## src/common/gf64_consts.svh

```systemverilog
`ifndef GF64_CONSTS_SVH
`define GF64_CONSTS_SVH

// ============================================================
// Buffer geometry
// ============================================================

// Number of symbols held by the buffer.
`define GF64_DEPTH 64

// Address width for GF64_DEPTH entries.
`define GF64_AW 6

// ============================================================
// Round count
// ============================================================

// Rounds 0 to 7.
`define GF64_RW 3

`endif
```

## src/common/gf64_pkg.sv

```systemverilog
`default_nettype none

package gf64_pkg;

  // One GF(2^6) symbol in the polynomial basis.
  typedef logic [5:0] gf64_sym_t;

  // One GF(4) coefficient. Bit 0 holds the unit part, bit 1 the w part.
  typedef logic [1:0] gf4_t;

  // The same six bits seen flat or as a cubic over GF(4).
  typedef union packed {
    gf64_sym_t poly;
    struct packed {
      gf4_t c2;  // Coefficient of y^2.
      gf4_t c1;  // Coefficient of y.
      gf4_t c0;  // Constant term.
    } tower;
  } gf64_tower_u;

endpackage

`default_nettype wire

```

## src/rtl/power_sbox_unit.sv

```systemverilog
`timescale 1ns/1ps
`default_nettype none

`include "gf64_consts.svh"

module power_sbox_unit (
  input  wire                      clk,
  input  wire                      arst_n,
  input  wire                      wr_en,
  input  wire [`GF64_AW-1:0]       wr_addr,
  input  wire gf64_pkg::gf64_sym_t wr_data,
  input  wire [`GF64_AW-1:0]       rd_addr,
  output wire gf64_pkg::gf64_sym_t rd_data,
  input  wire                      start,
  input  wire [`GF64_RW-1:0]       rounds,
  output wire                      busy,
  output wire                      done
);

  wire                      clear;
  wire                      run;
  wire                      eng_we;
  wire                      host_we_ok;
  wire                      host_wr_en;
  wire                      rounds_zero;
  wire                      last_sym;
  wire                      last_round;
  wire [`GF64_AW-1:0]       eng_addr;
  wire gf64_pkg::gf64_sym_t eng_rdata;
  wire gf64_pkg::gf64_sym_t eng_wdata;

  assign host_wr_en  = wr_en && host_we_ok;  // Host writes blocked during a run.
  assign rounds_zero = (rounds == '0);

  // ============================================================
  // Control
  // ============================================================

  sbox_ctrl u_ctrl (
    .clk         (clk),
    .arst_n      (arst_n),
    .start       (start),
    .rounds_zero (rounds_zero),
    .last_sym    (last_sym),
    .last_round  (last_round),
    .clear       (clear),
    .run         (run),
    .eng_we      (eng_we),
    .host_we_ok  (host_we_ok),
    .busy        (busy),
    .done        (done)
  );

  pass_counter u_counter (
    .clk        (clk),
    .arst_n     (arst_n),
    .clear      (clear),
    .run        (run),
    .rounds     (rounds),
    .addr       (eng_addr),
    .last_sym   (last_sym),
    .last_round (last_round)
  );

  // ============================================================
  // Storage and power map
  // ============================================================

  symbol_buffer u_buffer (
    .clk       (clk),
    .arst_n    (arst_n),
    .wr_en     (host_wr_en),
    .wr_addr   (wr_addr),
    .wr_data   (wr_data),
    .rd_addr   (rd_addr),
    .rd_data   (rd_data),
    .eng_we    (eng_we),
    .eng_addr  (eng_addr),
    .eng_wdata (eng_wdata),
    .eng_rdata (eng_rdata)
  );

  gf64_power41 u_power (
    .a (eng_rdata),
    .b (eng_wdata)
  );

endmodule

`default_nettype wire

```

## src/rtl/sbox_ctrl.sv

```systemverilog
`timescale 1ns/1ps
`default_nettype none

module sbox_ctrl (
  input  wire clk,
  input  wire arst_n,
  input  wire start,
  input  wire rounds_zero,
  input  wire last_sym,
  input  wire last_round,
  output wire clear,
  output wire run,
  output wire eng_we,
  output wire host_we_ok,
  output wire busy,
  output wire done
);

  localparam logic [1:0] S_IDLE   = 2'd0;
  localparam logic [1:0] S_RUN    = 2'd1;
  localparam logic [1:0] S_FINISH = 2'd2;

  logic [1:0] state;
  logic [1:0] state_nxt;
  logic       accept;

  assign accept = start && (state == S_IDLE);  // Starts while busy are dropped.

  // ============================================================
  // Next state
  // ============================================================

  always_comb begin
    state_nxt = state;
    case (state)
      S_IDLE: begin
        if (accept) begin
          state_nxt = rounds_zero ? S_FINISH : S_RUN;
        end
      end
      S_RUN: begin
        // Last symbol of the last round.
        if (last_sym && last_round) begin
          state_nxt = S_FINISH;
        end
      end
      S_FINISH: begin
        state_nxt = S_IDLE;
      end
      default: begin
        state_nxt = S_IDLE;
      end
    endcase
  end

  always_ff @(posedge clk or negedge arst_n) begin
    if (!arst_n) begin
      state <= S_IDLE;
    end else begin
      state <= state_nxt;
    end
  end

  // Outputs decode straight from the state register.
  assign clear      = accept;
  assign run        = (state == S_RUN);
  assign eng_we     = (state == S_RUN);  // One write-back per symbol.
  assign host_we_ok = (state != S_RUN);
  assign busy       = (state == S_RUN);
  assign done       = (state == S_FINISH);

endmodule

`default_nettype wire

```

## src/rtl/pass_counter.sv

```systemverilog
`timescale 1ns/1ps
`default_nettype none

`include "gf64_consts.svh"

module pass_counter (
  input  wire                 clk,
  input  wire                 arst_n,
  input  wire                 clear,
  input  wire                 run,
  input  wire [`GF64_RW-1:0]  rounds,
  output logic [`GF64_AW-1:0] addr,
  output wire                 last_sym,
  output wire                 last_round
);

  logic [`GF64_RW-1:0] round_cnt;
  logic [`GF64_RW-1:0] round_last;

  // ============================================================
  // Address and round counters
  // ============================================================

  always_ff @(posedge clk or negedge arst_n) begin
    if (!arst_n) begin
      addr       <= '0;
      round_cnt  <= '0;
      round_last <= '0;
    end else if (clear) begin
      addr       <= '0;
      round_cnt  <= '0;
      round_last <= rounds - `GF64_RW'(1);  // Index of the final round.
    end else if (run) begin
      addr <= addr + `GF64_AW'(1);  // Wraps to 0 after the last symbol.
      if (last_sym) begin
        round_cnt <= round_cnt + `GF64_RW'(1);
      end
    end
  end

  assign last_sym   = (addr == `GF64_AW'(`GF64_DEPTH - 1));
  assign last_round = (round_cnt == round_last);

endmodule

`default_nettype wire

```

## src/rtl/symbol_buffer.sv

```systemverilog
`timescale 1ns/1ps
`default_nettype none

`include "gf64_consts.svh"

module symbol_buffer (
  input  wire                      clk,
  input  wire                      arst_n,
  input  wire                      wr_en,
  input  wire [`GF64_AW-1:0]       wr_addr,
  input  wire gf64_pkg::gf64_sym_t wr_data,
  input  wire [`GF64_AW-1:0]       rd_addr,
  output gf64_pkg::gf64_sym_t      rd_data,
  input  wire                      eng_we,
  input  wire [`GF64_AW-1:0]       eng_addr,
  input  wire gf64_pkg::gf64_sym_t eng_wdata,
  output wire gf64_pkg::gf64_sym_t eng_rdata
);

  gf64_pkg::gf64_sym_t mem [`GF64_DEPTH];

  // Single write port. The engine wins.
  always_ff @(posedge clk) begin
    if (eng_we) begin
      mem[eng_addr] <= eng_wdata;
    end else if (wr_en) begin
      mem[wr_addr] <= wr_data;
    end
  end

  // Host read, one cycle latency.
  always_ff @(posedge clk or negedge arst_n) begin
    if (!arst_n) begin
      rd_data <= '0;
    end else begin
      rd_data <= mem[rd_addr];
    end
  end

  assign eng_rdata = mem[eng_addr];  // Same-cycle read for the map.

endmodule

`default_nettype wire

```

## src/gf64_power/gf64_power41.sv

```systemverilog
`timescale 1ns/1ps
`default_nettype none

module gf64_power41 (
  input  wire gf64_pkg::gf64_sym_t a,
  output wire gf64_pkg::gf64_sym_t b
);

  // ============================================================
  // GF(4) helpers over w^2 + w + 1.
  // ============================================================

  function automatic gf64_pkg::gf4_t gf4_sq(input gf64_pkg::gf4_t x);
    gf4_sq = {x[1], x[1] ^ x[0]};  // Frobenius swaps w and w^2.
  endfunction

  function automatic gf64_pkg::gf4_t gf4_mul(input gf64_pkg::gf4_t x,
                                              input gf64_pkg::gf4_t y);
    logic t;
    t = x[1] & y[1];  // w*w folds back to w + 1.
    gf4_mul = {(x[0] & y[1]) ^ (x[1] & y[0]) ^ t, (x[0] & y[0]) ^ t};
  endfunction

  // Product with the constant w.
  function automatic gf64_pkg::gf4_t gf4_mul_w(input gf64_pkg::gf4_t x);
    gf4_mul_w = {x[1] ^ x[0], x[1]};
  endfunction

  // ============================================================
  // GF((2^2)^3) helpers over y^3 + w.
  // ============================================================

  // Squaring is linear. y^4 reduces to w*y.
  function automatic gf64_pkg::gf64_tower_u tower_sq(input gf64_pkg::gf64_tower_u x);
    gf64_pkg::gf64_tower_u r;
    r.tower.c0 = gf4_sq(x.tower.c0);
    r.tower.c1 = gf4_mul_w(gf4_sq(x.tower.c2));
    r.tower.c2 = gf4_sq(x.tower.c1);
    tower_sq   = r;
  endfunction

  function automatic gf64_pkg::gf64_tower_u tower_mul(input gf64_pkg::gf64_tower_u x,
                                                       input gf64_pkg::gf64_tower_u y);
    gf64_pkg::gf4_t p00;
    gf64_pkg::gf4_t p01;
    gf64_pkg::gf4_t p02;
    gf64_pkg::gf4_t p10;
    gf64_pkg::gf4_t p11;
    gf64_pkg::gf4_t p12;
    gf64_pkg::gf4_t p20;
    gf64_pkg::gf4_t p21;
    gf64_pkg::gf4_t p22;
    gf64_pkg::gf64_tower_u r;
    p00 = gf4_mul(x.tower.c0, y.tower.c0);
    p01 = gf4_mul(x.tower.c0, y.tower.c1);
    p02 = gf4_mul(x.tower.c0, y.tower.c2);
    p10 = gf4_mul(x.tower.c1, y.tower.c0);
    p11 = gf4_mul(x.tower.c1, y.tower.c1);
    p12 = gf4_mul(x.tower.c1, y.tower.c2);
    p20 = gf4_mul(x.tower.c2, y.tower.c0);
    p21 = gf4_mul(x.tower.c2, y.tower.c1);
    p22 = gf4_mul(x.tower.c2, y.tower.c2);
    // Terms of y^3 and y^4 come back scaled by w.
    r.tower.c0 = p00 ^ gf4_mul_w(p12 ^ p21);
    r.tower.c1 = p01 ^ p10 ^ gf4_mul_w(p22);
    r.tower.c2 = p02 ^ p11 ^ p20;
    tower_mul  = r;
  endfunction

  // ============================================================
  // Datapath
  // ============================================================

  gf64_pkg::gf64_tower_u t_in;
  gf64_pkg::gf64_tower_u t_x8;
  gf64_pkg::gf64_tower_u t_x32;
  gf64_pkg::gf64_tower_u t_out;

  // The polynomial basis is taken modulo z^6 + z^3 + 1 with z sent to y.
  // Then z^3 = w and every power z^i lands on a single tower bit.
  always_comb begin
    t_in.poly = {a[5], a[2], a[4], a[1], a[3], a[0]};
    t_x8      = tower_sq(tower_sq(tower_sq(t_in)));
    t_x32     = tower_sq(tower_sq(t_x8));
    t_out     = tower_mul(tower_mul(t_in, t_x8), t_x32);  // 41 = 1 + 8 + 32.
  end

  // Inverse basis change.
  assign b = {t_out.poly[5], t_out.poly[3], t_out.poly[1],
              t_out.poly[4], t_out.poly[2], t_out.poly[0]};

endmodule

`default_nettype wire

```

## config.mk

```make
export PLATFORM = sky130hd
export DESIGN_NAME = power_sbox_unit
export DESIGN_NICKNAME = d
export VERILOG_FILES = /design/src/common/gf64_pkg.sv /design/src/rtl/power_sbox_unit.sv /design/src/rtl/sbox_ctrl.sv /design/src/rtl/pass_counter.sv /design/src/rtl/symbol_buffer.sv /design/src/gf64_power/gf64_power41.sv
export VERILOG_INCLUDE_DIRS = /design/src /design/src/common
export SDC_FILE = /design/constraint.sdc
export NUM_CORES = 1
export LEC_CHECK = 0
export BUFFER_PORTS_ARGS = -buffer_cell sky130_fd_sc_hd__buf_2
export CORE_AREA = 2 2 178 180
export CTS_CLUSTER_SIZE = 16
export DETAILED_ROUTE_END_ITERATION = 6
export DIE_AREA = 0 0 180 182
export PLACE_DENSITY = 0.87
export SETUP_SLACK_MARGIN = 0.3
export SYNTH_ARGS = -nofsm -noshare
export SYNTH_HDL_FRONTEND = slang
export SYNTH_SLANG_ARGS = --single-unit
```

## constraint.sdc

```tcl
create_clock -name clk -period 19.1 [get_ports clk]
set_clock_uncertainty 0.15 [all_clocks]
set_input_delay 5.73 -clock clk [delete_from_list [all_inputs] [get_ports clk]]
set_output_delay 5.73 -clock clk [all_outputs]
set_load 0.005 [all_outputs]
```

=== Word-level counts from Yosys, hierarchy flattened ===
Memories as Yosys holds them, arrays and structs flattened. A register that Yosys moved wholly into a read port is not among the register bits.
Index checks and enable logic that the tools add are counted.
Widths: inputs -> output; s select.

* $add $sub $neg: 3
* Equality and inequality tests: 7
* Mux-type cells: 17
* Bitwise operators: 161
* Reduce and logical (&&, ||, !) cells: 11

{| class="wikitable"
|+ Operator list
! cell !! number
|-
| $xor 1x1->1 || 78
|-
| $and 1x1->1 || 71
|-
| $mux 6 || 4
|-
| $xor 2x2->2 || 12
|-
| $mux 3 || 3
|-
| $add 6x1->6 const B || 1
|-
| $eq 6x6->1 const B || 1
|-
| $mux 1 || 6
|-
| $mux 2 || 3
|-
| $reduce_or 6->1 || 1
|-
| $ne 2x1->1 const B || 2
|-
| $pmux 2 s2 || 1
|-
| $reduce_and 2->1 || 2
|-
| $reduce_bool 2->1 || 2
|-
| $add 3x1->3 const B || 1
|-
| $eq 3x3->1 || 1
|-
| $logic_and 1x1->1 || 3
|-
| $logic_not 3->1 || 1
|-
| $sub 3x1->3 const B || 1
|-
| $eq 2x1->1 const B || 1
|-
| $eq 2x2->1 const B || 1
|-
| $logic_not 2->1 || 1
|-
| $ne 2x2->1 const B || 1
|-
| $logic_not 1->1 || 1
|}

* Flip-flop bits (word level): 14
* RAM bits: 384
* Input bits: 25
* Output and inout port bits: 8
* Logic and storage cells: 204
* Memories kept: 1

{| class="wikitable"
|+ Memories
! name !! words !! bits a word !! rd ports !! clocked after memory_dff !! write ports !! RTL line !! RTL
|-
| u_buffer.mem || 64 || 6 || 2 || 1 || 1 || symbol_buffer.sv:20 || <nowiki>gf64_pkg::gf64_sym_t mem [`GF64_DEPTH];</nowiki>
|}

=== Logic depth before layout (Yosys ltp) ===
An unclocked memory read counts as a cell.

* Word-level depth: 18
* Mapped depth: 24

=== Modules after synthesis ===
A second synthesis with hierarchy kept.

* Cells, all modules: 1258
* Area, all modules: 20623.5 µm²

{| class="wikitable"
|+ By module, submodules not included
! module !! times used !! cells an instance !! area an instance (µm²) !! seq. area each (µm²)
|-
| symbol_buffer || 1 || 992 || 18507.8 || 11681.2
|-
| gf64_power41 || 1 || 191 || 1356.3 || 0.0
|-
| pass_counter || 1 || 60 || 609.3 || 300.3
|-
| sbox_ctrl || 1 || 13 || 133.9 || 50.0
|-
| power_sbox_unit || 1 || 2 || 16.3 || 0.0
|}

=== Worst setup path after synthesis ===
Ideal clock, no wire load.

* Kind: input-to-reg
* From: input port wr_en
* To: memory u_buffer.mem[0][0] in the netlist's numbering, data pin
* Arrival time: 8744 ps
* Data required time: 18248 ps
* Slack: 9504 ps
* Stages: 4
* Cell sequence: and2_1 -> clkbuf_1 -> clkbuf_8 -> o21ai_0

* Cells in the longest elaborated chain, start to end: 6

{| class="wikitable"
|+ Ends and longest elaborated chain
! item !! RTL line !! RTL
|-
| start, declared || power_sbox_unit.sv:9 || <nowiki>input wire wr_en,</nowiki>
|-
| $logic_and 1x1->1 || power_sbox_unit.sv:32 || <nowiki>assign host_wr_en = wr_en && host_we_ok;</nowiki>
|-
| $mux 1 || symbol_buffer.sv:26 || <nowiki>end else if (wr_en) begin</nowiki>
|-
| $mux 1 || symbol_buffer.sv:24 || <nowiki>if (eng_we) begin</nowiki>
|-
| $mux 1 (not written as such) || symbol_buffer.sv:27 || <nowiki>mem[wr_addr] <= wr_data;</nowiki>
|-
| $reduce_or 6->1 (no source line) || - ||
|-
| $mux 6 (no source line) || - ||
|-
| end, declared || symbol_buffer.sv:20 ||
|}

Every way passes these cells.

==> metrics.txt <==
Mapped Area=0.0205 mm²; Area Overhead vs Synth=7.66%; drt initial violations=2354; CTS tree=built; #FFs+latches synth=404; Main synth FF type=edfxtp_1; clock sink total=404; Synth top area share=56.4%; CTS Hold Buffers Added=0; status=complete, no violations; CP Capture Type=register; FMAX=116 MHz; Area after DPL=0.0207 mm²; asr flop ratio synth=4.95%; Finish-stage setup viols=0; number of global-route vias before repair=12960; post-route ant nets=0; Critical Path AT=8.91 ns; pin count of the biggest net entering global routing=72; GR Util All Layers=35.4%; Yosys warnings=0; DRC violations left=0; first-pass iteration count of the detailed router=5; Port Buf Inserts=32; top cells by area, synth=edfxtp_1 (56%), mux4_2 (19%), mux2i_1 (3.6%); syn avg cell area=16.8 µm²; Slew Limit Fails=0; Hold Slack=0.359 ns; H-tree levels=2; die area=0.0328 mm²; Core ar.=0.0310 mm²; post-synthesis cell type count=85; worst setup path category=input pin to register; crit path launch type=input pin; clock buffer depth=3; Clock transition at path regs=0.06 ns; drt total wl=57.4 mm; first-pass GRT wire length=83.7 mm; TNS Setup=0 ns; critical path peak fanout=53; antenna violations before repair=3; Final Cell Area=0.0220 mm²; I/O pins=33; # rows=65; syn nets=1251; Hold Crit Class=register to register; RSZ-0062 raised after global routing=false; layout cells sized above 1=25.0%; clk root buf=clkbuf_16; post-CTS sizing=0; Rel. slew slack=20.5%; fin nets=1260; Hold Fails Final Rpt=0; worst path required time=19.36 ns; Worst-Margin Slew=1.19 ns; worst skew pair latency=0.55 ns; hpwl dp=36.5 mm; Post-CTS Setup Repair Bufs=0; initial core utilization=66.0%; Post-synth EDFFs=384; crit path time final=8.65 ns; final worst slack=10.45 ns; # Max-Cap Violations=0; area leader, netlist=edfxtp_1; Period Utilization, post-route=45.3%; total gr overflow=0; post-synthesis sequential area ratio=58.8%; post-place setup slack=9.90 ns; WL/cell=34.6 µm; # fillers=1806; Die H=182 µm; Mapped Cells=1219; via/cell ratio=7.87; vias post-DR=13056; CTS Buf Count=40; gpl congestion=0.980; die width=180 µm
layout by cell type (no fill, tap or decap), drive strengths merged, types with 15 or more instances in the layout:
cell and instances:
o21ai 29, nor2 97, o22ai 15, inv 17, buf 52, mux4 188, clkbuf 54, nand3 22
nand2 64, a21oi 15, dfrtp 20, mux2i 73, edfxtp 384, nor3 17, xnor2 21
routing by layer:
metal,GRT usage [%],vias up,routed length [µm]
met5,0,-,18
met4,19.6,2,3670
met3,11.4,272,9010
met2,52.8,1331,26000
met1,46.8,6415,18700
li1,-,5036,-
layout make-up:
type / count / area [µm²] / area share (%)
tap: 402 / 503 / 2.28
antenna: 2 / 5.00 / 0.0227
inverter: 17 / 76.3 / 0.347
sequential: 404 / 12000 / 54.7
clock buffer: 54 / 1100 / 5.02
timing repair buffer: 52 / 319 / 1.45
multi-input combinational: 713 / 7810 / 35.5
clock inverter: 16 / 161 / 0.733
critical path, stage by stage:
cell,delay [ns]
buf_6,0.49
buf_4,0.93
mux4_2,0.61
mux4_2,0.56
mux4_2,0.49
registers in the layout, indices dropped and copies added (netlist names):
| signal | count |
|---|---|
| u_counter.round_cnt | 3 |
| u_ctrl.state | 2 |
| u_buffer.mem | 384 |
| u_counter.addr | 6 |
| u_buffer.rd_data | 6 |
| u_counter.round_last | 3 |
synthesized netlist by cell type (4+ instances only):
cell type and n:
clkbuf_8 8, o21a_1 4, and3_1 4, nor4b_1 4
nand2b_1 4, and2_1 10, o21ai_0 29, inv_1 14
edfxtp_1 384, o22a_1 4, o211ai_1 4, nor2_1 97
mux4_1 13, xor2_1 9, dfrtp_1 20, a21oi_1 15
xnor2_1 20, nand3b_1 6, nor3_1 16, a22oi_1 9
nor2b_1 9, o31ai_1 6, nand4_1 7, a211oi_1 9
buf_12 4, buf_4 9, buf_6 10, or3_1 4
mux4_2 172, mux2i_1 73, nand3_1 22, clkbuf_1 32
a22o_1 6, o22ai_1 15, o221ai_1 4, o21bai_1 4
buf_1 10, nand2_1 64, ha_1 7, nor4_1 4
buf_2 11
cells by family after synthesis:
family	Yosys count	share of synthesized area, %
AOI/OAI and AO/OA	141	4.86
buffers and inverters	102	3.30
adders and majority gates	7	0.428
xor gates and xnor gates	32	1.54
and+or+nand+nor	269	6.32
muxes	264	24.7
DFF	404	58.8
per-stage QoR:
step           instances  utilization, %
2_1_floorplan       1219               -
3_3_place_gp        1588            67.0
3_5_place_dp        1588            67.0
4_1_cts             1658            71.1
5_1_grt             1658            71.1
6_report            1660            71.1
path summary, 6_finish.rpt:
path,slack (ns),from,end,cells past startpoint
setup / recovery,10.45,rd_addr[0],u_buffer.rd_data[4],5
max in group asynchronous,13.39,arst_n,u_counter.addr[1],1
hold / removal,0.36,u_counter.round_last[1],u_counter.round_last[1],2
setup reg to reg,10.66,u_counter.addr[0],u_buffer.mem[40][3],17
min in group asynchronous,5.00,arst_n,u_buffer.rd_data[2],1
hold reg to reg,0.36,u_counter.round_last[1],u_counter.round_last[1],2
Power is left out: the tool's default activity adds up to more than one toggle a clock period on the data nets, which glitch-free logic cannot reach.
